==> src/eth_lfc_settings.svh <==
// Width, PAUSE frame layout and pause quanta timing macros for the flow control layer
`ifndef ETH_LFC_SETTINGS_SVH
`define ETH_LFC_SETTINGS_SVH

// Stream geometry
`define ETH_DATA_W 64
`define ETH_KEEP_W 8

// Generated MAC control frame, 60 bytes before FCS
`define MCF_BEATS 8
`define MCF_LAST_KEEP 8'h0f
`define MCF_DST_MCAST 48'h01_80_C2_00_00_01
`define MCF_ETH_TYPE 16'h8808

// One quantum is 512 bit times, 64 bits per clock
`define QUANTA_CYCLES 8
`define QUANTA_W 16

`endif

==> src/eth_lfc_pkg.sv <==
// Shared beat, address and quanta types with the arbiter state, header position and opcode enums
`default_nettype none

`include "eth_lfc_settings.svh"

package eth_lfc_pkg;

    typedef logic [`ETH_DATA_W-1:0] data_t;
    typedef logic [`ETH_KEEP_W-1:0] keep_t;
    typedef logic [47:0]            mac_addr_t;
    typedef logic [`QUANTA_W-1:0]   quanta_t;

    // 802.3 annex 31B opcode, other values pass through as raw codes
    typedef enum logic [15:0] {
        MCF_OP_PAUSE = 16'h0001
    } mcf_opcode_e;

    typedef enum logic [1:0] {
        TX_IDLE,
        TX_DATA,
        TX_MCF
    } tx_ctrl_state_e;

    typedef enum logic [1:0] {
        RX_HDR0,  // Destination and first source bytes
        RX_HDR1,  // Source tail, EtherType, opcode
        RX_HDR2,  // Pause quanta
        RX_BODY
    } rx_beat_e;

endpackage

`default_nettype wire

==> src/mac_ctrl_tx.sv <==
// Transmit arbiter that inserts PAUSE frames between application frames and halts data on pause
`default_nettype none

`include "eth_lfc_settings.svh"

module mac_ctrl_tx import eth_lfc_pkg::*; (
    input  wire logic      clk,
    input  wire logic      arst_n,
    input  wire data_t     app_tx_tdata,
    input  wire keep_t     app_tx_tkeep,
    input  wire logic      app_tx_tvalid,
    output logic           app_tx_tready,
    input  wire logic      app_tx_tlast,
    output data_t          mac_tx_tdata,
    output keep_t          mac_tx_tkeep,
    output logic           mac_tx_tvalid,
    input  wire logic      mac_tx_tready,
    output logic           mac_tx_tlast,
    input  wire logic      mcf_valid,
    output logic           mcf_ready,
    input  wire mac_addr_t mcf_src,
    input  wire quanta_t   mcf_quanta,
    input  wire logic      tx_pause_req,
    output logic           tx_pause_ack,
    output logic           stat_tx_mcf
);

    localparam int          BEAT_W = $clog2(`MCF_BEATS) + 1;
    localparam mac_addr_t   DST    = `MCF_DST_MCAST;
    localparam logic [15:0] ETYPE  = `MCF_ETH_TYPE;
    localparam logic [15:0] OPCODE = MCF_OP_PAUSE;

    tx_ctrl_state_e    state;
    logic [BEAT_W-1:0] mcf_beat;
    mac_addr_t         src_q;
    quanta_t           quanta_q;
    data_t             mcf_data;
    logic              data_grant;
    logic              data_fire;
    logic              mcf_fire;
    logic              mcf_last;

    // Data may pass in idle only with nothing else pending
    assign data_grant   = (state == TX_DATA) ||
                          ((state == TX_IDLE) && !mcf_valid && !tx_pause_req);
    assign mcf_ready    = (state == TX_IDLE) && mcf_valid;  // Control frame wins over data
    assign tx_pause_ack = (state == TX_IDLE) && tx_pause_req;
    assign mcf_last     = mcf_beat == BEAT_W'(`MCF_BEATS - 1);
    assign mcf_fire     = (state == TX_MCF) && mac_tx_tready;
    assign data_fire    = (state != TX_MCF) && mac_tx_tvalid && mac_tx_tready;
    assign stat_tx_mcf  = mcf_fire && mcf_last;

    // Network byte order, byte 0 in the low lane
    always_comb begin
        mcf_data = '0;
        case (mcf_beat)
            0: mcf_data = {src_q[39:32], src_q[47:40], DST[7:0], DST[15:8],
                           DST[23:16], DST[31:24], DST[39:32], DST[47:40]};
            1: mcf_data = {OPCODE[7:0], OPCODE[15:8], ETYPE[7:0], ETYPE[15:8],
                           src_q[7:0], src_q[15:8], src_q[23:16], src_q[31:24]};
            2: mcf_data = {48'd0, quanta_q[7:0], quanta_q[15:8]};
            default: mcf_data = '0;  // Zero padding up to 60 bytes
        endcase
    end

    always_comb begin
        if (state == TX_MCF) begin
            mac_tx_tdata  = mcf_data;
            mac_tx_tkeep  = mcf_last ? keep_t'(`MCF_LAST_KEEP) : '1;
            mac_tx_tvalid = 1'b1;
            mac_tx_tlast  = mcf_last;
            app_tx_tready = 1'b0;
        end else begin
            mac_tx_tdata  = app_tx_tdata;
            mac_tx_tkeep  = app_tx_tkeep;
            mac_tx_tvalid = app_tx_tvalid && data_grant;
            mac_tx_tlast  = app_tx_tlast;
            app_tx_tready = mac_tx_tready && data_grant;
        end
    end

    always_ff @(posedge clk or negedge arst_n) begin
        if (!arst_n) begin
            state    <= TX_IDLE;
            mcf_beat <= '0;
        end else begin
            case (state)
                TX_IDLE: begin
                    if (mcf_ready) begin
                        state <= TX_MCF;
                    end else if (data_grant && app_tx_tvalid && !(data_fire && app_tx_tlast)) begin
                        state <= TX_DATA;  // Frame is committed once offered
                    end
                end
                TX_DATA: begin
                    if (data_fire && app_tx_tlast) begin
                        state <= TX_IDLE;
                    end
                end
                TX_MCF: begin
                    if (mcf_fire) begin
                        mcf_beat <= mcf_last ? '0 : mcf_beat + 1'b1;
                        if (mcf_last) begin
                            state <= TX_IDLE;
                        end
                    end
                end
                default: state <= TX_IDLE;
            endcase
        end
    end

    always_ff @(posedge clk) begin
        if (mcf_ready) begin
            src_q    <= mcf_src;
            quanta_q <= mcf_quanta;
        end
    end

    // No application beat may slip in while a control frame is in progress
    a_grant_excl: assert property (@(posedge clk) disable iff (!arst_n)
        mcf_ready |=> !app_tx_tready [*`MCF_BEATS]);

    a_beat_max: assert property (@(posedge clk) disable iff (!arst_n)
        (state == TX_MCF) |-> mcf_beat < BEAT_W'(`MCF_BEATS));

endmodule

`default_nettype wire

==> src/mac_pause_ctrl_tx.sv <==
// PAUSE frame scheduler issuing XOFF, refresh and XON requests to the transmit arbiter
`default_nettype none

`include "eth_lfc_settings.svh"

module mac_pause_ctrl_tx import eth_lfc_pkg::*; (
    input  wire logic      clk,
    input  wire logic      arst_n,
    input  wire logic      tx_lfc_req,
    input  wire logic      tx_lfc_resend,
    input  wire logic      cfg_tx_lfc_en,
    input  wire mac_addr_t cfg_tx_lfc_src,
    input  wire quanta_t   cfg_tx_lfc_quanta,
    input  wire quanta_t   cfg_tx_lfc_refresh,
    input  wire logic      mcf_ready,
    output logic           mcf_valid,
    output mac_addr_t      mcf_src,
    output quanta_t        mcf_quanta
);

    localparam int CNT_W = `QUANTA_W + 3;

    logic             req_q;
    logic             refresh_active;
    logic [CNT_W-1:0] refresh_cnt;
    logic             refresh_expire;
    logic             xoff_req;
    logic             xon_req;

    assign refresh_expire = refresh_active && (refresh_cnt == '0) && tx_lfc_req;

    assign xoff_req = cfg_tx_lfc_en &&
                      ((tx_lfc_req && !req_q) || refresh_expire || (tx_lfc_resend && tx_lfc_req));
    assign xon_req  = cfg_tx_lfc_en &&
                      ((!tx_lfc_req && req_q) || (tx_lfc_resend && !tx_lfc_req));

    always_ff @(posedge clk or negedge arst_n) begin
        if (!arst_n) begin
            req_q          <= 1'b0;
            mcf_valid      <= 1'b0;
            refresh_active <= 1'b0;
            refresh_cnt    <= '0;
        end else begin
            req_q <= tx_lfc_req;  // Edge detect

            // A new request while pending just overwrites the fields
            if (xoff_req || xon_req) begin
                mcf_valid <= 1'b1;
            end else if (mcf_ready) begin
                mcf_valid <= 1'b0;
            end

            if (mcf_ready) begin
                refresh_cnt    <= CNT_W'(cfg_tx_lfc_refresh) * CNT_W'(`QUANTA_CYCLES);
                refresh_active <= tx_lfc_req;  // Refresh only follows an XOFF
            end else if (!tx_lfc_req || refresh_expire) begin
                refresh_active <= 1'b0;
            end else if (refresh_active) begin
                refresh_cnt <= refresh_cnt - 1'b1;
            end
        end
    end

    always_ff @(posedge clk) begin
        if (xoff_req || xon_req) begin
            mcf_src    <= cfg_tx_lfc_src;
            mcf_quanta <= xoff_req ? cfg_tx_lfc_quanta : '0;  // Zero quanta is XON
        end
    end

endmodule

`default_nettype wire

==> src/mac_ctrl_rx.sv <==
// Receive control frame detector with a two-stage delay line that drops control frames
`default_nettype none

`include "eth_lfc_settings.svh"

module mac_ctrl_rx import eth_lfc_pkg::*; (
    input  wire logic  clk,
    input  wire logic  arst_n,
    input  wire data_t mac_rx_tdata,
    input  wire keep_t mac_rx_tkeep,
    input  wire logic  mac_rx_tvalid,
    input  wire logic  mac_rx_tlast,
    input  wire logic  mac_rx_tuser,
    output data_t      app_rx_tdata,
    output keep_t      app_rx_tkeep,
    output logic       app_rx_tvalid,
    output logic       app_rx_tlast,
    output logic       app_rx_tuser,
    output logic       rx_mcf_valid,
    output mcf_opcode_e rx_mcf_opcode,
    output quanta_t    rx_mcf_quanta,
    output logic       stat_rx_mcf
);

    localparam mac_addr_t   DST   = `MCF_DST_MCAST;
    localparam logic [15:0] ETYPE = `MCF_ETH_TYPE;

    rx_beat_e beat;
    logic     dst_match;
    logic     frame_mcf;
    logic     hdr_is_mcf;
    logic     mark_in;
    data_t    s1_data;
    keep_t    s1_keep;
    logic     s1_valid;
    logic     s1_last;
    logic     s1_user;
    logic     s1_mark;
    logic     s2_valid;
    logic     s2_mark;

    // EtherType sits in bytes 12 and 13 of the second beat
    assign hdr_is_mcf = dst_match && ({mac_rx_tdata[39:32], mac_rx_tdata[47:40]} == ETYPE);

    always_comb begin
        case (beat)
            RX_HDR0: mark_in = 1'b0;  // Not known until the next beat
            RX_HDR1: mark_in = hdr_is_mcf;
            default: mark_in = frame_mcf;
        endcase
    end

    assign app_rx_tvalid = s2_valid && !s2_mark;
    assign stat_rx_mcf   = rx_mcf_valid;

    always_ff @(posedge clk or negedge arst_n) begin
        if (!arst_n) begin
            beat         <= RX_HDR0;
            dst_match    <= 1'b0;
            frame_mcf    <= 1'b0;
            s1_valid     <= 1'b0;
            s1_mark      <= 1'b0;
            s2_valid     <= 1'b0;
            s2_mark      <= 1'b0;
            rx_mcf_valid <= 1'b0;
        end else begin
            s1_valid <= mac_rx_tvalid;
            s1_mark  <= mac_rx_tvalid && mark_in;
            s2_valid <= s1_valid;
            // Header beat still in stage 1 picks up the late decision
            s2_mark  <= (mac_rx_tvalid && beat == RX_HDR1) ? hdr_is_mcf : s1_mark;

            rx_mcf_valid <= mac_rx_tvalid && mac_rx_tlast && !mac_rx_tuser && mark_in;

            if (mac_rx_tvalid) begin
                case (beat)
                    RX_HDR0: begin
                        dst_match <= {mac_rx_tdata[7:0], mac_rx_tdata[15:8],
                                      mac_rx_tdata[23:16], mac_rx_tdata[31:24],
                                      mac_rx_tdata[39:32], mac_rx_tdata[47:40]} == DST;
                        beat <= RX_HDR1;
                    end
                    RX_HDR1: begin
                        frame_mcf <= hdr_is_mcf;
                        beat      <= RX_HDR2;
                    end
                    default: beat <= RX_BODY;
                endcase
                if (mac_rx_tlast) begin
                    beat <= RX_HDR0;
                end
            end
        end
    end

    always_ff @(posedge clk) begin
        s1_data      <= mac_rx_tdata;
        s1_keep      <= mac_rx_tkeep;
        s1_last      <= mac_rx_tlast;
        s1_user      <= mac_rx_tuser;
        app_rx_tdata <= s1_data;
        app_rx_tkeep <= s1_keep;
        app_rx_tlast <= s1_last;
        app_rx_tuser <= s1_user;
        if (mac_rx_tvalid && beat == RX_HDR1) begin
            rx_mcf_opcode <= mcf_opcode_e'({mac_rx_tdata[55:48], mac_rx_tdata[63:56]});
        end
        if (mac_rx_tvalid && beat == RX_HDR2) begin
            rx_mcf_quanta <= {mac_rx_tdata[7:0], mac_rx_tdata[15:8]};
        end
    end

    // The header tracker relies on gap-free beats inside a frame
    a_rx_contig: assert property (@(posedge clk) disable iff (!arst_n)
        (mac_rx_tvalid && !mac_rx_tlast) |=> mac_rx_tvalid);

endmodule

`default_nettype wire

==> src/mac_pause_ctrl_rx.sv <==
// Receive pause quanta timer that holds the pause request level
`default_nettype none

`include "eth_lfc_settings.svh"

module mac_pause_ctrl_rx import eth_lfc_pkg::*; (
    input  wire logic        clk,
    input  wire logic        arst_n,
    input  wire logic        rx_mcf_valid,
    input  wire mcf_opcode_e rx_mcf_opcode,
    input  wire quanta_t     rx_mcf_quanta,
    input  wire logic        cfg_rx_lfc_en,
    input  wire logic        rx_lfc_en,
    input  wire logic        rx_lfc_ack,
    output logic             rx_lfc_req
);

    localparam int CNT_W = `QUANTA_W + 3;

    logic             pause_hit;
    logic [CNT_W-1:0] pause_cnt;

    assign pause_hit = rx_mcf_valid && (rx_mcf_opcode == MCF_OP_PAUSE) &&
                       cfg_rx_lfc_en && rx_lfc_en;

    always_ff @(posedge clk or negedge arst_n) begin
        if (!arst_n) begin
            rx_lfc_req <= 1'b0;
            pause_cnt  <= '0;
        end else if (pause_hit) begin
            // New frame reloads, quanta 0 releases at once
            pause_cnt  <= CNT_W'(rx_mcf_quanta) * CNT_W'(`QUANTA_CYCLES);
            rx_lfc_req <= rx_mcf_quanta != '0;
        end else if (rx_lfc_req && rx_lfc_ack) begin
            pause_cnt <= pause_cnt - 1'b1;
            if (pause_cnt == CNT_W'(1)) begin
                rx_lfc_req <= 1'b0;  // Last quantum cycle spent
            end
        end
    end

    // An expired count only leaves zero through a reload
    a_no_underflow: assert property (@(posedge clk) disable iff (!arst_n)
        ((pause_cnt == '0) && !pause_hit) |=> (pause_cnt == '0));

endmodule

`default_nettype wire

==> src/eth_mac_lfc.sv <==
// Flow control top joining the transmit and receive control blocks with the pause coupling
`default_nettype none

module eth_mac_lfc import eth_lfc_pkg::*; (
    input  wire logic      clk,
    input  wire logic      arst_n,
    input  wire data_t     app_tx_tdata,
    input  wire keep_t     app_tx_tkeep,
    input  wire logic      app_tx_tvalid,
    output wire logic      app_tx_tready,
    input  wire logic      app_tx_tlast,
    output wire data_t     mac_tx_tdata,
    output wire keep_t     mac_tx_tkeep,
    output wire logic      mac_tx_tvalid,
    input  wire logic      mac_tx_tready,
    output wire logic      mac_tx_tlast,
    input  wire data_t     mac_rx_tdata,
    input  wire keep_t     mac_rx_tkeep,
    input  wire logic      mac_rx_tvalid,
    input  wire logic      mac_rx_tlast,
    input  wire logic      mac_rx_tuser,
    output wire data_t     app_rx_tdata,
    output wire keep_t     app_rx_tkeep,
    output wire logic      app_rx_tvalid,
    output wire logic      app_rx_tlast,
    output wire logic      app_rx_tuser,
    input  wire logic      tx_lfc_req,
    input  wire logic      tx_lfc_resend,
    input  wire logic      rx_lfc_en,
    output wire logic      rx_lfc_req,
    input  wire logic      rx_lfc_ack,
    input  wire logic      tx_lfc_pause_en,
    input  wire logic      tx_pause_req,
    output wire logic      tx_pause_ack,
    input  wire logic      cfg_tx_lfc_en,
    input  wire mac_addr_t cfg_tx_lfc_src,
    input  wire quanta_t   cfg_tx_lfc_quanta,
    input  wire quanta_t   cfg_tx_lfc_refresh,
    input  wire logic      cfg_rx_lfc_en,
    output wire logic      stat_tx_mcf,
    output wire logic      stat_rx_mcf
);

    wire logic        mcf_valid;
    wire logic        mcf_ready;
    wire mac_addr_t   mcf_src;
    wire quanta_t     mcf_quanta;
    wire logic        rx_mcf_valid;
    wire mcf_opcode_e rx_mcf_opcode;
    wire quanta_t     rx_mcf_quanta;
    wire logic        tx_pause_req_int;
    wire logic        rx_lfc_ack_int;

    // Received PAUSE halts the local transmitter when enabled
    assign tx_pause_req_int = tx_pause_req || (tx_lfc_pause_en && rx_lfc_req);
    // Pause time only elapses while the transmitter is really halted
    assign rx_lfc_ack_int   = rx_lfc_ack || (tx_lfc_pause_en && tx_pause_ack);

    mac_ctrl_tx mac_ctrl_tx_i (.*, .tx_pause_req(tx_pause_req_int));

    mac_pause_ctrl_tx mac_pause_ctrl_tx_i (.*);

    mac_ctrl_rx mac_ctrl_rx_i (.*);

    mac_pause_ctrl_rx mac_pause_ctrl_rx_i (.*, .rx_lfc_ack(rx_lfc_ack_int));

endmodule

`default_nettype wire

==> config.mk <==
export PLATFORM = sky130hd
export DESIGN_NAME = eth_mac_lfc
export DESIGN_NICKNAME = d
export VERILOG_FILES = /design/src/eth_lfc_pkg.sv /design/src/mac_ctrl_tx.sv /design/src/mac_pause_ctrl_tx.sv /design/src/mac_ctrl_rx.sv /design/src/mac_pause_ctrl_rx.sv /design/src/eth_mac_lfc.sv
export VERILOG_INCLUDE_DIRS = /design/src
export SDC_FILE = /design/constraint.sdc
export NUM_CORES = 1
export LEC_CHECK = 0
export ABC_AREA = 1
export BUFFER_PORTS_ARGS = -buffer_cell sky130_fd_sc_hd__buf_2
export CAP_MARGIN = 30
export CORE_MARGIN = 10
export CORE_UTILIZATION = 30
export DETAILED_ROUTE_END_ITERATION = 8
export REMOVE_ABC_BUFFERS = 1
export SKIP_CTS_REPAIR_TIMING = 1
export SYNTH_ARGS = -nofsm -noshare
export SYNTH_HDL_FRONTEND = slang
export SYNTH_HIERARCHICAL = 1
export SYNTH_SLANG_ARGS = --single-unit
export TNS_END_PERCENT = 10
==> constraint.sdc <==
create_clock -name clk -period 6 [get_ports clk]
set_clock_uncertainty 0.05 [all_clocks]
set_input_delay 0.6 -clock clk [delete_from_list [all_inputs] [get_ports clk]]
set_output_delay 0.6 -clock clk [all_outputs]
set_load 0.005 [all_outputs]
Word-level counts from Yosys, hierarchy flattened. Cells that the tools add are included. Widths: inputs -> output; s select.

Register bits after elaboration: 365. Bits of input ports: 240. Output and inout port bits: 154.

$add $sub $neg: 3. Equal/unequal tests: 17. Multiplexer cells: 30. Reductions and logical operators: 65.

Operators by type and width (count): $pmux 64 s3 (1); $mux 19 (5); $mux 64 (1); $eq 48x41->1 const B (1); $sub 19x1->19 const B (2); $logic_and 1x1->1 (34); $eq 19x1->1 const B (1); $logic_not 19->1 (1); $eq 16x1->1 const B (1); $eq 16x16->1 const B (1); $mux 8 (2); $reduce_bool 16->1 (1); $mux 2 (6); $mux 1 (11); $reduce_and 2->1 (5); $reduce_bool 2->1 (5); $logic_or 1x1->1 (8); $logic_not 1->1 (7); $ne 2x2->1 const B (3); $pmux 2 s3 (1); $add 4x1->4 const B (1); $eq 2x1->1 const B (2); $eq 2x2->1 const B (2); $eq 4x1->1 const B (1); other kinds (10) (12).

Depth between registers and ports, before layout.
Depth after elaboration: 15. Depth in mapped cells: 13. Gate-level depth less buffers: 13.

Modules after synthesis. The synthesis kept the hierarchy.

By module, submodules not included: mac_ctrl_rx (instances 1, cells an instance 279, area an instance 4529.3 µm²); mac_pause_ctrl_tx (instances 1, cells an instance 326, area an instance 3702.3 µm²); mac_ctrl_tx (instances 1, cells an instance 349, area an instance 3417.0 µm²); mac_pause_ctrl_rx (instances 1, cells an instance 262, area an instance 1730.4 µm²); eth_mac_lfc (instances 1, cells an instance 6, area an instance 22.5 µm²).

Worst setup path after synthesis. No wires, ideal clock.

Path type: register to register. Start point: register mac_ctrl_tx_i.state[1]. End point: register mac_pause_ctrl_tx_i.refresh_cnt[17]. Arrival time: 4.536 ns. Data required time: 5.834 ns. Slack: 1.298 ns. Cell stages (with the launch flop): 11. Path buffers: 2. Cells stage by stage: dfrtp_1 -> nor2_1 -> inv_1 -> nor2_1 -> buf_2 -> clkinv_1 -> clkbuf_1 -> nand3_1 -> nand2_1 -> inv_1 -> nand2_1.

Word-level cells in the longest chain between the ends: 4. Elaborated cells on any way between the ends: 6. Classes of those cells: eq/ne: 1; mux: 1; reduce/logical: 4.

RTL lines: from (decl) (RTL line mac_ctrl_tx.sv:33) `tx_ctrl_state_e state;`; from (signal assigned) (RTL line mac_ctrl_tx.sv:84) `state <= TX_IDLE;`; from (signal assigned) (RTL line mac_ctrl_tx.sv:90) `state <= TX_MCF;`; from (signal assigned) (RTL line mac_ctrl_tx.sv:92) `state <= TX_DATA;`; $logic_not 2->1 (*) (RTL line mac_ctrl_tx.sv:46) `assign mcf_ready = (state == TX_IDLE) && mcf_valid;`; $logic_and 1x1->1 (*) (RTL line mac_ctrl_tx.sv:46); via mcf_ready (RTL line eth_mac_lfc.sv:45) `wire logic mcf_ready;`; $ne 2x2->1 (no line) or $reduce_bool 2->1 (tied branches); $reduce_and 2->1 (no line); to (signal assigned) (RTL line mac_pause_ctrl_tx.sv:54) `` refresh_cnt <= CNT_W'(cfg_tx_lfc_refresh) * CNT_W'(`QUANTA_CYCLES); ``; to (signal assigned) (RTL line mac_pause_ctrl_tx.sv:59) `refresh_cnt <= refresh_cnt - 1'b1;`; to (decl) (RTL line mac_pause_ctrl_tx.sv:25) `logic [CNT_W-1:0] refresh_cnt;`.

The timed path passes the listed nets; every way through them passes the cells marked *. A chain may end at the register's enable or synchronous reset.

Worst setup path in the final report.
Start point: register mac_ctrl_tx_i.state[0]. End point: output port mac_tx_tdata[48].

Word-level cells in the longest chain between the ends: 2.

RTL lines: $eq 2x2->1 (RTL line mac_ctrl_tx.sv:67) `if (state == TX_MCF) begin`; $mux 64 (RTL line mac_ctrl_tx.sv:67); to (decl) (RTL line eth_mac_lfc.sv:12) `output wire data_t mac_tx_tdata,`.

No other way between the ends.

==> results.toml <==
[final_layout]
syn2layout_area_growth_pct = 29.05
final_area_um2 = 17290
final_common_cell = "buf_2"
layout_common_cells = "buf_2 (393), nand2_1 (339), edfxtp_1 (160)"
fin_cells = 2255
multi_input_area_um2 = 3566
nFillCells = 4291
final_core_util_pct = 39.11
antennaDiodeCount = 0
layout-drive-gt1-share_pct = 32.77
nets = 1880
regArea_um2 = 9194

[timing]
fin_crit_ns = 3.605
relSlewSlack_pct = 35.19
drv_slew = 0
hold_viol = 0
period_share_pct = 60.09
tightest_slew_ns = 0.9686
rsz0062_at_grt = "false"
fmax_mhz = 277.4
setup_violations = 0

[setup_path]
path_cells = "inv_1 > nand2_4 > inv_6 > nand3_1 > o21ai_0 > buf_2"
slowest_delay_ns = 0.57
cp_data_arrival_time_ns = 2.96
path_depth = 6
crit_path_end_kind = "primary output"
critPathKind = "reg2out"
critPathLaunchType = "flip-flop"
crit_slowest_cell = "nand3_1"
path_delay_family = "simple AND/OR/NAND/NOR gates"
crit_fanout = 63
required_ns = 5.35
r2r-end = "mac_pause_ctrl_tx_i/mcf_src[0]$_DFFE_PP_"
reg2reg_slack_ns = 3.04
ff2ff_path_depth = 9
critPathBufInv = 3
reg2reg_from = "mac_pause_ctrl_tx_i/refresh_cnt[0]$_DFFE_PN0P_"

[placed_design]
place.gp.congestion = 0.8746
post-place-cells = 2183
place_area_um2 = 15950
numPortBuffers = 393
dp_hpwl_um = 27120

[pwr]
pwr-share-clk_pct = 36.6
power_frac_comb_pct = 19.4
power_report.internal_total_mw = 4.890
seqPwrFrac_pct = 44.0
p_leak_nw = 8.065
switching_share_pct = 28.83
powerDensity_nw_per_um2 = 397.3
ir_worst_vdd_uv = 394.3
power.switching_mw = 1.981

[clock_network]
clock_sinks = 365
tritoncts = "done"
path_clk_slew_ns = 0.06
htree_levels = 2
cts_made_buffers = 39
clk_path_buf_depth = 3
clk_latency_ns = 0.55
root_buffer = "clkbuf_16"

[worst_hold_path]
worstHoldPathCells = 1
min_from = "mac_rx_tkeep[4]"
hold_end = "mac_ctrl_rx_i/s1_keep[4]$_DFF_P_"
hp-class = "in2reg"

[routing]
drcViolationCount = 0
avgViaCountPerCell = 4.317
postRouteAntennaNets = 0
drt_pre_antenna_iters = 5
wire_per_inst_um = 15.77
dr_total_vias = 9734
drt_wl_total_um = 35560
drt-initial-drc-count = 524

[floorplan]
ioPinCount = 394
die_area_um2 = 53530
coreArea_um2 = 44220
initial_core_util_pct = 30.31
rows = 77
die_w_um = 231.4
die_y_um = 231.4

[global_routing]
use_met2_pct = 21.55
met1_usage_pct = 14.55
grt_pass1_vias = 9875
top_usage_layer = "met2"
grt_usage_pct = 12.71
grt_use_met3_pct = 3.885
grt_max_degree = 64
overflow = 0
antenna_found_initial = 1
grt_pass1_wl_um = 54030

[logic_synthesis]
avgSynthCellArea_um2 = 10.97
ys_ff_latch = 365
netlist_instances = 1222
yosysSeqAreaShare_pct = 68.60
yosys_warnings = 6
netlist_area_um2 = 13400
synth_cell_type_count = 48

[run_status]
status = "complete, no violations"

[flow_run]
drv_cap = 0
metrics by stage:
step           hold slack, ns  TNS [ns]  setup slack, ns  total power, mW
2_1_floorplan          0.2544    -4.203          -0.4092            3.829
3_3_place_gp           0.2600         0            3.045            4.393
3_5_place_dp           0.2621         0            2.994            4.430
4_1_cts               0.05775         0            2.373            6.986
5_1_grt               0.07692         0            2.037            7.267
6_report               0.1019         0            2.395            6.870
cell families (layout without fill, tap and decap cells):
| family | Yosys count | after routing | synth area share, % |
|---|---|---|---|
| xor+xnor | 14 | 14 | 0.9150 |
| flops | 365 | 365 | 68.60 |
| compound gates | 52 | 52 | 2.568 |
| simple gates | 644 | 644 | 22.29 |
| fa+ha+maj | 8 | 8 | 0.7469 |
| buf+inv | 139 | 580 | 4.883 |
power groups by stage:
stage	Clock [mW]	Combinational (mW)	Sequential [mW]
2_1_floorplan	0	0.773	3.06
6_report	2.51	1.33	3.02
3_3_place_gp	0	1.33	3.07
5_1_grt	2.69	1.53	3.05
4_1_cts	2.60	1.36	3.02
3_5_place_dp	0	1.35	3.08
routing by layer:
layer  vias up  wire, µm
met2       342     17140
met3        70      3064
met5         -        13
li1       4790         -
met1      4530     14120
met4         2      1216
sequential cells by signal, indices dropped and copies added, names as in the netlist, 16 cells and up:
name,flops
mac_pause_ctrl_tx_i/mcf_src,48
mac_ctrl_rx_i/app_rx_tdata,64
mac_pause_ctrl_rx_i/pause_cnt,19
mac_ctrl_rx_i/rx_mcf_opcode,16
mac_ctrl_tx_i/src_q,48
mac_ctrl_tx_i/quanta_q,16
mac_pause_ctrl_tx_i/refresh_cnt,19
mac_ctrl_rx_i/s1_data,64
mac_ctrl_rx_i/rx_mcf_quanta,16
mac_pause_ctrl_tx_i/mcf_quanta,16
layout make-up:
cell class	count	area share [%]
tap	592	4.283
clock buffer	44	5.933
clock inverter	28	1.859
multi-input combinational	718	20.62
inverter	110	2.416
timing repair buffer	398	11.73
sequential	365	53.16
Yosys cell counts (all sizes together):
library cell	number	area share (%)
clkinv	1	0.028
o211ai	1	0.056
edfxtp	160	36
clkbuf	8	0.37
inv	109	3.1
xnor2	5	0.33
nor2	155	5.3
nand2	354	10
nand3b	8	0.54
o21ai	26	0.97
or2	9	0.42
buf	21	1.4
o21bai	2	0.11
o21a	1	0.056
nor3	2	0.075
ha	8	0.75
nand4	24	1.1
a31oi	1	0.047
o22ai	2	0.14
nand3	89	4.3
a21oi	6	0.34
a22o	13	0.85
and2	2	0.093
dfxtp	148	22
nor3b	1	0.14
xor2	9	0.59
dfrtp	57	11
worst max path at each step:
stage                                                   startpoint                                         endpoint  slack [ns]
floorplan                       mac_ctrl_tx_i/state[1]$_DFFE_PN0P_  mac_pause_ctrl_tx_i/refresh_cnt[12]$_DFFE_PN0P_       -0.41
global placement    mac_pause_ctrl_tx_i/refresh_cnt[0]$_DFFE_PN0P_         mac_pause_ctrl_tx_i/mcf_src[0]$_DFFE_PP_        3.05
detailed placement              mac_ctrl_tx_i/state[0]$_DFFE_PN0P_                                 mac_tx_tdata[48]        2.99
CTS                             mac_ctrl_tx_i/state[0]$_DFFE_PN0P_                                 mac_tx_tdata[48]        2.37
global route                    mac_ctrl_tx_i/state[0]$_DFFE_PN0P_                                 mac_tx_tdata[62]        2.04
finish                          mac_ctrl_tx_i/state[0]$_DFFE_PN0P_                                 mac_tx_tdata[48]        2.39
Power figures use the tool's default switching activity.
